## src/hdl/ara_lite_pkg.sv

```systemverilog
package ara_lite_pkg;

  ////////////////////////////////////////////////////////////
  // Sizing
  ////////////////////////////////////////////////////////////

  localparam int unsigned NR_LANES  = 4;
  localparam int unsigned ELEM_W    = 16;
  localparam int unsigned NR_VREGS  = 8;
  localparam int unsigned VREG_W    = $clog2(NR_VREGS);

  // Tag space bounds the number of instructions in flight
  localparam int unsigned TAG_W           = 3;
  localparam int unsigned MAX_OUTSTANDING = 2 ** TAG_W;
  localparam int unsigned OUTST_W         = $clog2(MAX_OUTSTANDING + 1);

  localparam int unsigned QUEUE_DEPTH = 4;
  localparam int unsigned QPTR_W      = $clog2(QUEUE_DEPTH);
  localparam int unsigned QCNT_W      = $clog2(QUEUE_DEPTH + 1);

  ////////////////////////////////////////////////////////////
  // Opcodes
  ////////////////////////////////////////////////////////////

  typedef enum logic [2:0] {
    VMV_SX  = 3'd0,
    VADD    = 3'd1,
    VSUB    = 3'd2,
    VAND    = 3'd3,
    VXOR    = 3'd4,
    VREDSUM = 3'd5
  } vop_e;

endpackage : ara_lite_pkg

```

## src/hdl/acc_req_if.sv

```systemverilog
interface acc_req_if import ara_lite_pkg::*; ();

  logic              valid;
  logic              ready;
  vop_e              op;
  logic [VREG_W-1:0] vd;
  logic [VREG_W-1:0] vs1;
  logic [VREG_W-1:0] vs2;
  logic [ELEM_W-1:0] scalar;
  logic [TAG_W-1:0]  tag;

  // Issuing side
  modport producer (
    output valid, op, vd, vs1, vs2, scalar, tag,
    input  ready
  );

  // Accepting side
  modport consumer (
    input  valid, op, vd, vs1, vs2, scalar, tag,
    output ready
  );

endinterface : acc_req_if

```

## src/hdl/acc_resp_if.sv

```systemverilog
interface acc_resp_if import ara_lite_pkg::*; ();

  logic              valid;
  logic              ready;
  logic [TAG_W-1:0]  tag;
  logic [ELEM_W-1:0] result;

  modport producer (
    output valid, tag, result,
    input  ready
  );

  modport consumer (
    input  valid, tag, result,
    output ready
  );

endinterface : acc_resp_if

```

## src/hdl/acc_dispatcher.sv

```systemverilog
module acc_dispatcher import ara_lite_pkg::*; (
  input  logic              clk_i,
  input  logic              rst_i,
  // Instruction intake
  input  logic              issue_valid_i,
  output logic              issue_ready_o,
  input  vop_e              issue_op_i,
  input  logic [VREG_W-1:0] issue_vd_i,
  input  logic [VREG_W-1:0] issue_vs1_i,
  input  logic [VREG_W-1:0] issue_vs2_i,
  input  logic [ELEM_W-1:0] issue_scalar_i,
  // Towards the accelerator
  acc_req_if.producer       issue_o,
  acc_resp_if.consumer      resp_i,
  // Retired responses
  output logic              resp_valid_o,
  input  logic              resp_ready_i,
  output logic [TAG_W-1:0]  resp_tag_o,
  output logic [ELEM_W-1:0] resp_result_o
);

  logic               out_valid_q;
  logic               out_stall;
  logic               issue_fire;
  logic               resp_fire;
  logic [TAG_W-1:0]   tag_q;
  logic [OUTST_W-1:0] outst_q;

  assign out_stall     = out_valid_q && !issue_o.ready;
  assign issue_ready_o = !out_stall && (outst_q != OUTST_W'(MAX_OUTSTANDING));
  assign issue_fire    = issue_valid_i && issue_ready_o;
  assign resp_fire     = resp_valid_o && resp_ready_i;

  ////////////////////////////////////////////////////////////
  // Issue register
  ////////////////////////////////////////////////////////////

  always_ff @(posedge clk_i) begin
    if (rst_i) begin
      out_valid_q <= 1'b0;
      tag_q       <= '0;
    end else if (issue_fire) begin
      out_valid_q <= 1'b1;
      tag_q       <= tag_q + 1'b1;
    end else if (issue_o.ready) begin
      out_valid_q <= 1'b0;
    end
  end

  // Payload follows the valid bit
  always_ff @(posedge clk_i) begin
    if (issue_fire) begin
      issue_o.op     <= issue_op_i;
      issue_o.vd     <= issue_vd_i;
      issue_o.vs1    <= issue_vs1_i;
      issue_o.vs2    <= issue_vs2_i;
      issue_o.scalar <= issue_scalar_i;
      issue_o.tag    <= tag_q;
    end
  end

  assign issue_o.valid = out_valid_q;

  // Instructions in flight until their response is taken
  always_ff @(posedge clk_i) begin
    if (rst_i) begin
      outst_q <= '0;
    end else begin
      case ({issue_fire, resp_fire})
        2'b10:   outst_q <= outst_q + 1'b1;
        2'b01:   outst_q <= outst_q - 1'b1;
        default: outst_q <= outst_q;
      endcase
    end
  end

  ////////////////////////////////////////////////////////////
  // Response return
  ////////////////////////////////////////////////////////////

  assign resp_valid_o  = resp_i.valid;
  assign resp_tag_o    = resp_i.tag;
  assign resp_result_o = resp_i.result;
  assign resp_i.ready  = resp_ready_i;

endmodule : acc_dispatcher

```

## src/hdl/acc_insn_queue.sv

```systemverilog
module acc_insn_queue import ara_lite_pkg::*; (
  input  logic        clk_i,
  input  logic        rst_i,
  acc_req_if.consumer push_i,
  acc_req_if.producer pop_o
);

  vop_e              op_mem     [QUEUE_DEPTH];
  logic [VREG_W-1:0] vd_mem     [QUEUE_DEPTH];
  logic [VREG_W-1:0] vs1_mem    [QUEUE_DEPTH];
  logic [VREG_W-1:0] vs2_mem    [QUEUE_DEPTH];
  logic [ELEM_W-1:0] scalar_mem [QUEUE_DEPTH];
  logic [TAG_W-1:0]  tag_mem    [QUEUE_DEPTH];

  logic [QPTR_W-1:0] wr_ptr_q;
  logic [QPTR_W-1:0] rd_ptr_q;
  logic [QCNT_W-1:0] count_q;
  logic              push_fire;
  logic              pop_fire;

  function automatic logic [QPTR_W-1:0] next_ptr(input logic [QPTR_W-1:0] ptr);
    if (ptr == QPTR_W'(QUEUE_DEPTH - 1)) begin
      return '0;
    end
    return ptr + 1'b1;
  endfunction

  assign pop_o.valid  = (count_q != '0);
  assign pop_fire     = pop_o.valid && pop_o.ready;
  // Full queue still takes a push when the head leaves
  assign push_i.ready = (count_q != QCNT_W'(QUEUE_DEPTH)) || pop_fire;
  assign push_fire    = push_i.valid && push_i.ready;

  always_ff @(posedge clk_i) begin
    if (push_fire) begin
      op_mem[wr_ptr_q]     <= push_i.op;
      vd_mem[wr_ptr_q]     <= push_i.vd;
      vs1_mem[wr_ptr_q]    <= push_i.vs1;
      vs2_mem[wr_ptr_q]    <= push_i.vs2;
      scalar_mem[wr_ptr_q] <= push_i.scalar;
      tag_mem[wr_ptr_q]    <= push_i.tag;
    end
  end

  always_ff @(posedge clk_i) begin
    if (rst_i) begin
      wr_ptr_q <= '0;
      rd_ptr_q <= '0;
      count_q  <= '0;
    end else begin
      if (push_fire) wr_ptr_q <= next_ptr(wr_ptr_q);
      if (pop_fire)  rd_ptr_q <= next_ptr(rd_ptr_q);
      case ({push_fire, pop_fire})
        2'b10:   count_q <= count_q + 1'b1;
        2'b01:   count_q <= count_q - 1'b1;
        default: count_q <= count_q;
      endcase
    end
  end

  assign pop_o.op     = op_mem[rd_ptr_q];
  assign pop_o.vd     = vd_mem[rd_ptr_q];
  assign pop_o.vs1    = vs1_mem[rd_ptr_q];
  assign pop_o.vs2    = vs2_mem[rd_ptr_q];
  assign pop_o.scalar = scalar_mem[rd_ptr_q];
  assign pop_o.tag    = tag_mem[rd_ptr_q];

endmodule : acc_insn_queue

```

## src/hdl/ara_lite_system.sv

```systemverilog
module ara_lite_system import ara_lite_pkg::*; (
  input  logic              clk_i,
  input  logic              rst_i,
  // Instruction issue
  input  logic              issue_valid_i,
  output logic              issue_ready_o,
  input  vop_e              issue_op_i,
  input  logic [VREG_W-1:0] issue_vd_i,
  input  logic [VREG_W-1:0] issue_vs1_i,
  input  logic [VREG_W-1:0] issue_vs2_i,
  input  logic [ELEM_W-1:0] issue_scalar_i,
  // Responses
  output logic              resp_valid_o,
  input  logic              resp_ready_i,
  output logic [TAG_W-1:0]  resp_tag_o,
  output logic [ELEM_W-1:0] resp_result_o
);

  acc_req_if  issue_bus ();
  acc_req_if  exec_bus  ();
  acc_resp_if resp_bus  ();

  acc_dispatcher i_acc_dispatcher (
    .clk_i          (clk_i         ),
    .rst_i          (rst_i         ),
    .issue_valid_i  (issue_valid_i ),
    .issue_ready_o  (issue_ready_o ),
    .issue_op_i     (issue_op_i    ),
    .issue_vd_i     (issue_vd_i    ),
    .issue_vs1_i    (issue_vs1_i   ),
    .issue_vs2_i    (issue_vs2_i   ),
    .issue_scalar_i (issue_scalar_i),
    .issue_o        (issue_bus     ),
    .resp_i         (resp_bus      ),
    .resp_valid_o   (resp_valid_o  ),
    .resp_ready_i   (resp_ready_i  ),
    .resp_tag_o     (resp_tag_o    ),
    .resp_result_o  (resp_result_o )
  );

  acc_insn_queue i_acc_insn_queue (
    .clk_i  (clk_i    ),
    .rst_i  (rst_i    ),
    .push_i (issue_bus),
    .pop_o  (exec_bus )
  );

  vec_unit i_vec_unit (
    .clk_i  (clk_i   ),
    .rst_i  (rst_i   ),
    .req_i  (exec_bus),
    .resp_o (resp_bus)
  );

endmodule : ara_lite_system

```

## src/hdl/vec_unit.sv

```systemverilog
module vec_unit import ara_lite_pkg::*; (
  input  logic         clk_i,
  input  logic         rst_i,
  acc_req_if.consumer  req_i,
  acc_resp_if.producer resp_o
);

  ////////////////////////////////////////////////////////////
  // Register file
  ////////////////////////////////////////////////////////////

  // One row per vector register, one column per lane
  logic [ELEM_W-1:0] vrf [NR_VREGS][NR_LANES];

  logic              req_fire;
  logic              vd_we;
  logic [ELEM_W-1:0] lane_res [NR_LANES];
  logic [ELEM_W-1:0] red_sum;

  logic              resp_valid_q;
  logic [TAG_W-1:0]  resp_tag_q;
  logic [ELEM_W-1:0] resp_result_q;

  // Accept when the response slot is free or draining
  assign req_i.ready = !resp_valid_q || resp_o.ready;
  assign req_fire    = req_i.valid && req_i.ready;

  ////////////////////////////////////////////////////////////
  // Lane execution
  ////////////////////////////////////////////////////////////

  always_comb begin
    red_sum = '0;
    for (int l = 0; l < NR_LANES; l++) begin
      red_sum     = red_sum + vrf[req_i.vs1][l];
      lane_res[l] = '0;
      case (req_i.op)
        VMV_SX:  lane_res[l] = req_i.scalar;
        VADD:    lane_res[l] = vrf[req_i.vs1][l] + vrf[req_i.vs2][l];
        VSUB:    lane_res[l] = vrf[req_i.vs1][l] - vrf[req_i.vs2][l];
        VAND:    lane_res[l] = vrf[req_i.vs1][l] & vrf[req_i.vs2][l];
        VXOR:    lane_res[l] = vrf[req_i.vs1][l] ^ vrf[req_i.vs2][l];
        default: lane_res[l] = '0;
      endcase
    end
  end

  // Only element-wise ops write back
  always_comb begin
    case (req_i.op)
      VMV_SX, VADD, VSUB, VAND, VXOR: vd_we = 1'b1;
      default:                        vd_we = 1'b0;
    endcase
  end

  always_ff @(posedge clk_i) begin
    if (rst_i) begin
      for (int r = 0; r < NR_VREGS; r++) begin
        for (int l = 0; l < NR_LANES; l++) begin
          vrf[r][l] <= '0;
        end
      end
    end else if (req_fire && vd_we) begin
      for (int l = 0; l < NR_LANES; l++) begin
        vrf[req_i.vd][l] <= lane_res[l];
      end
    end
  end

  ////////////////////////////////////////////////////////////
  // Response register
  ////////////////////////////////////////////////////////////

  always_ff @(posedge clk_i) begin
    if (rst_i) begin
      resp_valid_q <= 1'b0;
    end else if (req_fire) begin
      resp_valid_q <= 1'b1;
    end else if (resp_o.ready) begin
      resp_valid_q <= 1'b0;
    end
  end

  always_ff @(posedge clk_i) begin
    if (req_fire) begin
      resp_tag_q    <= req_i.tag;
      // Scalar result only from the reduction
      resp_result_q <= (req_i.op == VREDSUM) ? red_sum : '0;
    end
  end

  assign resp_o.valid  = resp_valid_q;
  assign resp_o.tag    = resp_tag_q;
  assign resp_o.result = resp_result_q;

endmodule : vec_unit

```

## config.mk

```make
export PLATFORM = sky130hd
export DESIGN_NAME = ara_lite_system
export DESIGN_NICKNAME = d
export VERILOG_FILES = /design/src/hdl/ara_lite_pkg.sv /design/src/hdl/acc_req_if.sv /design/src/hdl/acc_resp_if.sv /design/src/hdl/acc_dispatcher.sv /design/src/hdl/acc_insn_queue.sv /design/src/hdl/ara_lite_system.sv /design/src/hdl/vec_unit.sv
export SDC_FILE = /design/constraint.sdc
export NUM_CORES = 2
export LEC_CHECK = 0
export BUFFER_PORTS_ARGS = -buffer_cell sky130_fd_sc_hd__buf_2
export CORE_MARGIN = 5
export CORE_UTILIZATION = 28
export DETAILED_ROUTE_END_ITERATION = 6
export GPL_ROUTABILITY_DRIVEN = 0
export PLACE_DENSITY = 0.42
export SKIP_LAST_GASP = 1
export SYNTH_ARGS = -nofsm -noshare
export SYNTH_HDL_FRONTEND = slang
export SYNTH_SLANG_ARGS = --single-unit
```

## constraint.sdc

```tcl
create_clock -name clk_i -period 7.2 [get_ports clk_i]
set_clock_uncertainty 0.05 [all_clocks]
set_input_delay 0.72 -clock clk_i [delete_from_list [all_inputs] [get_ports clk_i]]
set_output_delay 0.72 -clock clk_i [all_outputs]
set_load 0.005 [all_outputs]
```

==> out/qor.csv <==
stage;metric;value;unit
logic_synthesis;synth_compound_area_share;7.51;%
timing;rsz0062_at_grt;no;
cells_and_area;fin_nets;3603;
detailed_routing;via_per_inst;5.24;
power_and_ir_drop;finalPower;24.7;mW
cells_and_area;final_cells;5358;
timing;fmax;145;MHz
global_route;grtUsageTotal;18.0;%
critical_path;cpMostUsedCell;o21ai_0;
detailed_routing;drtPass1Iterations;7;
global_route;busiest_layer;met2;
cts;cts.path.max_buffers;3;
placed_design;port_buffers;52;
power_and_ir_drop;vdd_drop_max;0.322;mV
cts;cts_tree;done;
critical_path;critPathRequiredTime;7.57;ns
logic_synthesis;synthSimpleGateAreaFrac;10.7;%
global_route;grt_max_degree;65;
cts;cts_root_buf;clkbuf_16;
floorplanning;fp.coreArea;0.146;mm²
floorplanning;fp-row-count;140;
critical_path;start_kind;register;
global_route;grt_pass1_wl;207000;µm
critical_path;cp-end-kind;register;
cts;cts_made_buffers;86;
timing;slew_headroom;24.1;%
placed_design;hpwl;92400;µm
timing;period_minus_slack;6.91;ns
timing;hold_viol_final;0;
critical_path;crit_path_max_incr_delay;0.72;ns
power_and_ir_drop;total_leakage_power;17.3;nW
critical_path;crit_slowest_cell;a2111oi_1;
worst_hold_path;min_path_type;input pin to register;
global_route;grt_pass1_vias;28700;
floorplanning;dieArea;0.155;mm²
logic_synthesis;ys_ff_latch;704;
cts;cts.sinks;704;
floorplanning;pin_count;53;
detailed_routing;ant_nets;0;
cells_and_area;drive_above_1_share;17.7;%
global_route;grt_antenna_before_repair;5;
power_and_ir_drop;p_per_area;529;mW/mm²
placed_design;placed_cells;5195;
status;status;finished, final reports clean;
detailed_routing;drt_iter0_markers;2400;
timing;tightest_slew;1.14;ns
global_route;grtUsageMet2;29.0;%
logic_synthesis;synth_ff_type;edfxtp_1;
detailed_routing;wl_per_cell;26.9;µm
logic_synthesis;synth_seq_area_share;50.9;%
run;cap_violations;0;
logic_synthesis;synthDistinctLibCells;89;
cells_and_area;stdcell_area;0.0466;mm²
timing;setup_viol;0;
logic_synthesis;synth_warnings;0;
critical_path;crit_type;register to register;
floorplanning;initial_core_util;28.2;%
logic_synthesis;muxShareOfSynthArea;17.3;%
placed_design;dpl_cell_area;0.0439;mm²
timing;slew_viol_final;0;
logic_synthesis;synth_edf_count;686;
global_route;grt-ovfl-total;0;
floorplanning;die_h;394;µm
critical_path;arrival;7.28;ns
logic_synthesis;syn_inst;3328;
global_route;grt_use_met3;2.62;%
logic_synthesis;yosys.area_share.adder;6.67;%
cts;insertion_delay;0.70;ns
detailed_routing;via_count;28100;
logic_synthesis;ys_async_sr_fraction;0;%
cells_and_area;antennaDiodeCount;0;
timing;fin_crit_sh;96.0;%
global_route;met1_usage;25.9;%
logic_synthesis;synthXorXnorAreaFrac;2.85;%
cells_and_area;area.growth.synth_to_final;13.2;%
timing;hold_ws;0.165;ns
floorplanning;die_w;394;µm
cts;cts.clk_slew.worst_paths;0.06;ns
critical_path;path_delay_family;compound AO/OA/AOI/OAI gates;
logic_synthesis;synth_top_family_by_area;multiplexers;
detailed_routing;drt-total-wl;144000;µm
cells_and_area;final_util;32.0;%
critical_path;worstPathMaxFanout;33;
logic_synthesis;syn_nets;3558;
critical_path;path_buf_inv;1;
logic_synthesis;synth.cell_area;0.0412;mm²
cts;htreeDepth;3;
logic_synthesis;synth_area_per_cell;12.4;µm²
critical_path;cp_cell_sequence;buf_4 > mux2i_1 > mux2_2 > nor3_1 > o31ai_1 > o31a_1 > o21ai_0 > xor2_1 > ha_1 > a2111oi_1 > o21ai_0 > a221o_1 > a31oi_1 > nor2b_1 > o21ai_0 > a21oi_1 > xnor2_1 > a21oi_2 > nor2_1;
detailed_routing;drc;0;
## metrics by stage
stage,setup WS [ns],TNS (ns)
finish,0.288,0
global route,0.0959,0
CTS,0.0394,0
detailed placement,-0.00158,-0.00158
global placement,0.0568,0
floorplan,1.29,0
## per-layer routing
layer  up-vias  routed length, µm
met5         -                  0
met4         0               2950
met3       172               7530
met2       850              65800
met1     14600              67900
li1      12500                  -
## worst reg2reg max path: stages (launching register included)
cell	delay [ns]
dfxtp_2	0.35
buf_4	0.48
mux2i_1	0.26
mux2_2	0.68
nor3_1	0.11
o31ai_1	0.54
o31a_1	0.39
o21ai_0	0.16
xor2_1	0.19
ha_1	0.25
a2111oi_1	0.72
o21ai_0	0.52
a221o_1	0.47
a31oi_1	0.43
nor2b_1	0.09
o21ai_0	0.23
a21oi_1	0.12
xnor2_1	0.19
a21oi_2	0.36
nor2_1	0.07
## kinds of logic (layout without fill, tap and decap cells)
group / after synthesis / after routing
buf+inv: 362 / 473
simple gates: 1043 / 1043
xor+xnor: 134 / 134
flops: 704 / 704
compound gates: 435 / 435
mux: 452 / 454
fa+ha+maj: 198 / 198
## state kept, by name, summed over array words and instances, names as in the netlist, 4 cells and up, named ones only
| signal | count |
|---|---|
| i_vec_unit.vrf | 512 |
| i_acc_insn_queue.scalar_mem | 64 |
| i_acc_dispatcher.issue_o.scalar | 16 |
| i_vec_unit.resp_o.result | 16 |
| i_acc_insn_queue.op_mem | 12 |
| i_acc_insn_queue.tag_mem | 12 |
| i_acc_insn_queue.vd_mem | 12 |
| i_acc_insn_queue.vs1_mem | 12 |
| i_acc_insn_queue.vs2_mem | 12 |
| i_acc_dispatcher.outst_q | 4 |
## final cells by class
class	count	area (µm²)
Clock buffer	110	2310
Clock inverter	46	398
Fill cell	14600	99300
Inverter	161	604
Multi-Input combinational cell	2264	18800
Sequential cell	704	21000
Tap cell	1917	2400
Timing Repair Buffer	156	1130
## Yosys cell counts, drive strengths merged (7+ instances only)
master / count / area share, %
edfxtp: 686 / 50
nor2: 616 / 5.6
nand2: 225 / 2.1
mux4: 203 / 11
mux2i: 188 / 4.6
ha: 162 / 4.9
inv: 161 / 1.5
a21oi: 135 / 1.7
buf: 101 / 1.6
clkbuf: 100 / 0.91
xnor2: 95 / 2.0
a22oi: 69 / 1.3
mux2: 61 / 1.7
nor3: 55 / 0.74
o21ai: 47 / 0.57
xor2: 39 / 0.83
fa: 36 / 1.7
a221o: 25 / 0.61
nand3: 24 / 0.30
or3: 22 / 0.33
nor2b: 21 / 0.32
a31oi: 20 / 0.30
and2: 20 / 0.30
a21o: 19 / 0.35
dfxtp: 18 / 0.87
o311ai: 17 / 0.38
and3: 16 / 0.25
a32oi: 14 / 0.30
nand2b: 12 / 0.18
a221oi: 11 / 0.37
o31ai: 8 / 0.16
a32o: 7 / 0.17
nand4: 7 / 0.14
nor4: 7 / 0.14
## worst paths after layout
kind                                                from                                        end  slack [ns]  depth (start not counted)
hold / removal                             issue_vd_i[0]   i_acc_dispatcher.issue_o.vd[0]$_DFFE_PP_        0.16                          1
setup / recovery                                register        i_vec_unit.vrf[6][15]$_SDFFCE_PN0P_        0.29                         19
setup reg to reg                                register        i_vec_unit.vrf[6][15]$_SDFFCE_PN0P_        0.29                         19
hold reg to reg   i_acc_dispatcher.tag_q[2]$_SDFFE_PP0P_  i_acc_dispatcher.issue_o.tag[2]$_DFFE_PP_        0.41                          0
## what timing repair did
action | CTS | global route
hold buffers | 0 | 0
pin swaps | 1 | 0
endpoints found under the setup margin | 2 | 16
resized for setup | 1 | 1
setup buffers | 2 | 3
gates cloned | 0 | 2
## placed cells by master, fill, tap and decap left out, types with 19 or more instances in the layout
master,count
a22oi_1,69
inv_1,158
fa_1,36
a21o_1,19
mux2i_1,188
nor3_1,49
a31oi_1,20
clkinv_1,21
xnor2_1,95
buf_2,52
a221o_1,25
xor2_1,39
a21oi_1,130
mux2_2,59
o21ai_0,46
or3_1,22
nor2_1,615
clkbuf_1,21
buf_4,97
edfxtp_1,686
nand2_1,220
clkbuf_16,89
mux4_2,200
ha_1,162
nand3_1,19
## power by group
part,total [mW],switching [mW],internal (mW)
combinational,15.2,9.56,5.67
sequential,5.20,0.234,4.97
clock,4.27,1.79,2.47
total,24.7,11.6,13.1
(Power assumes the default switching activity.)
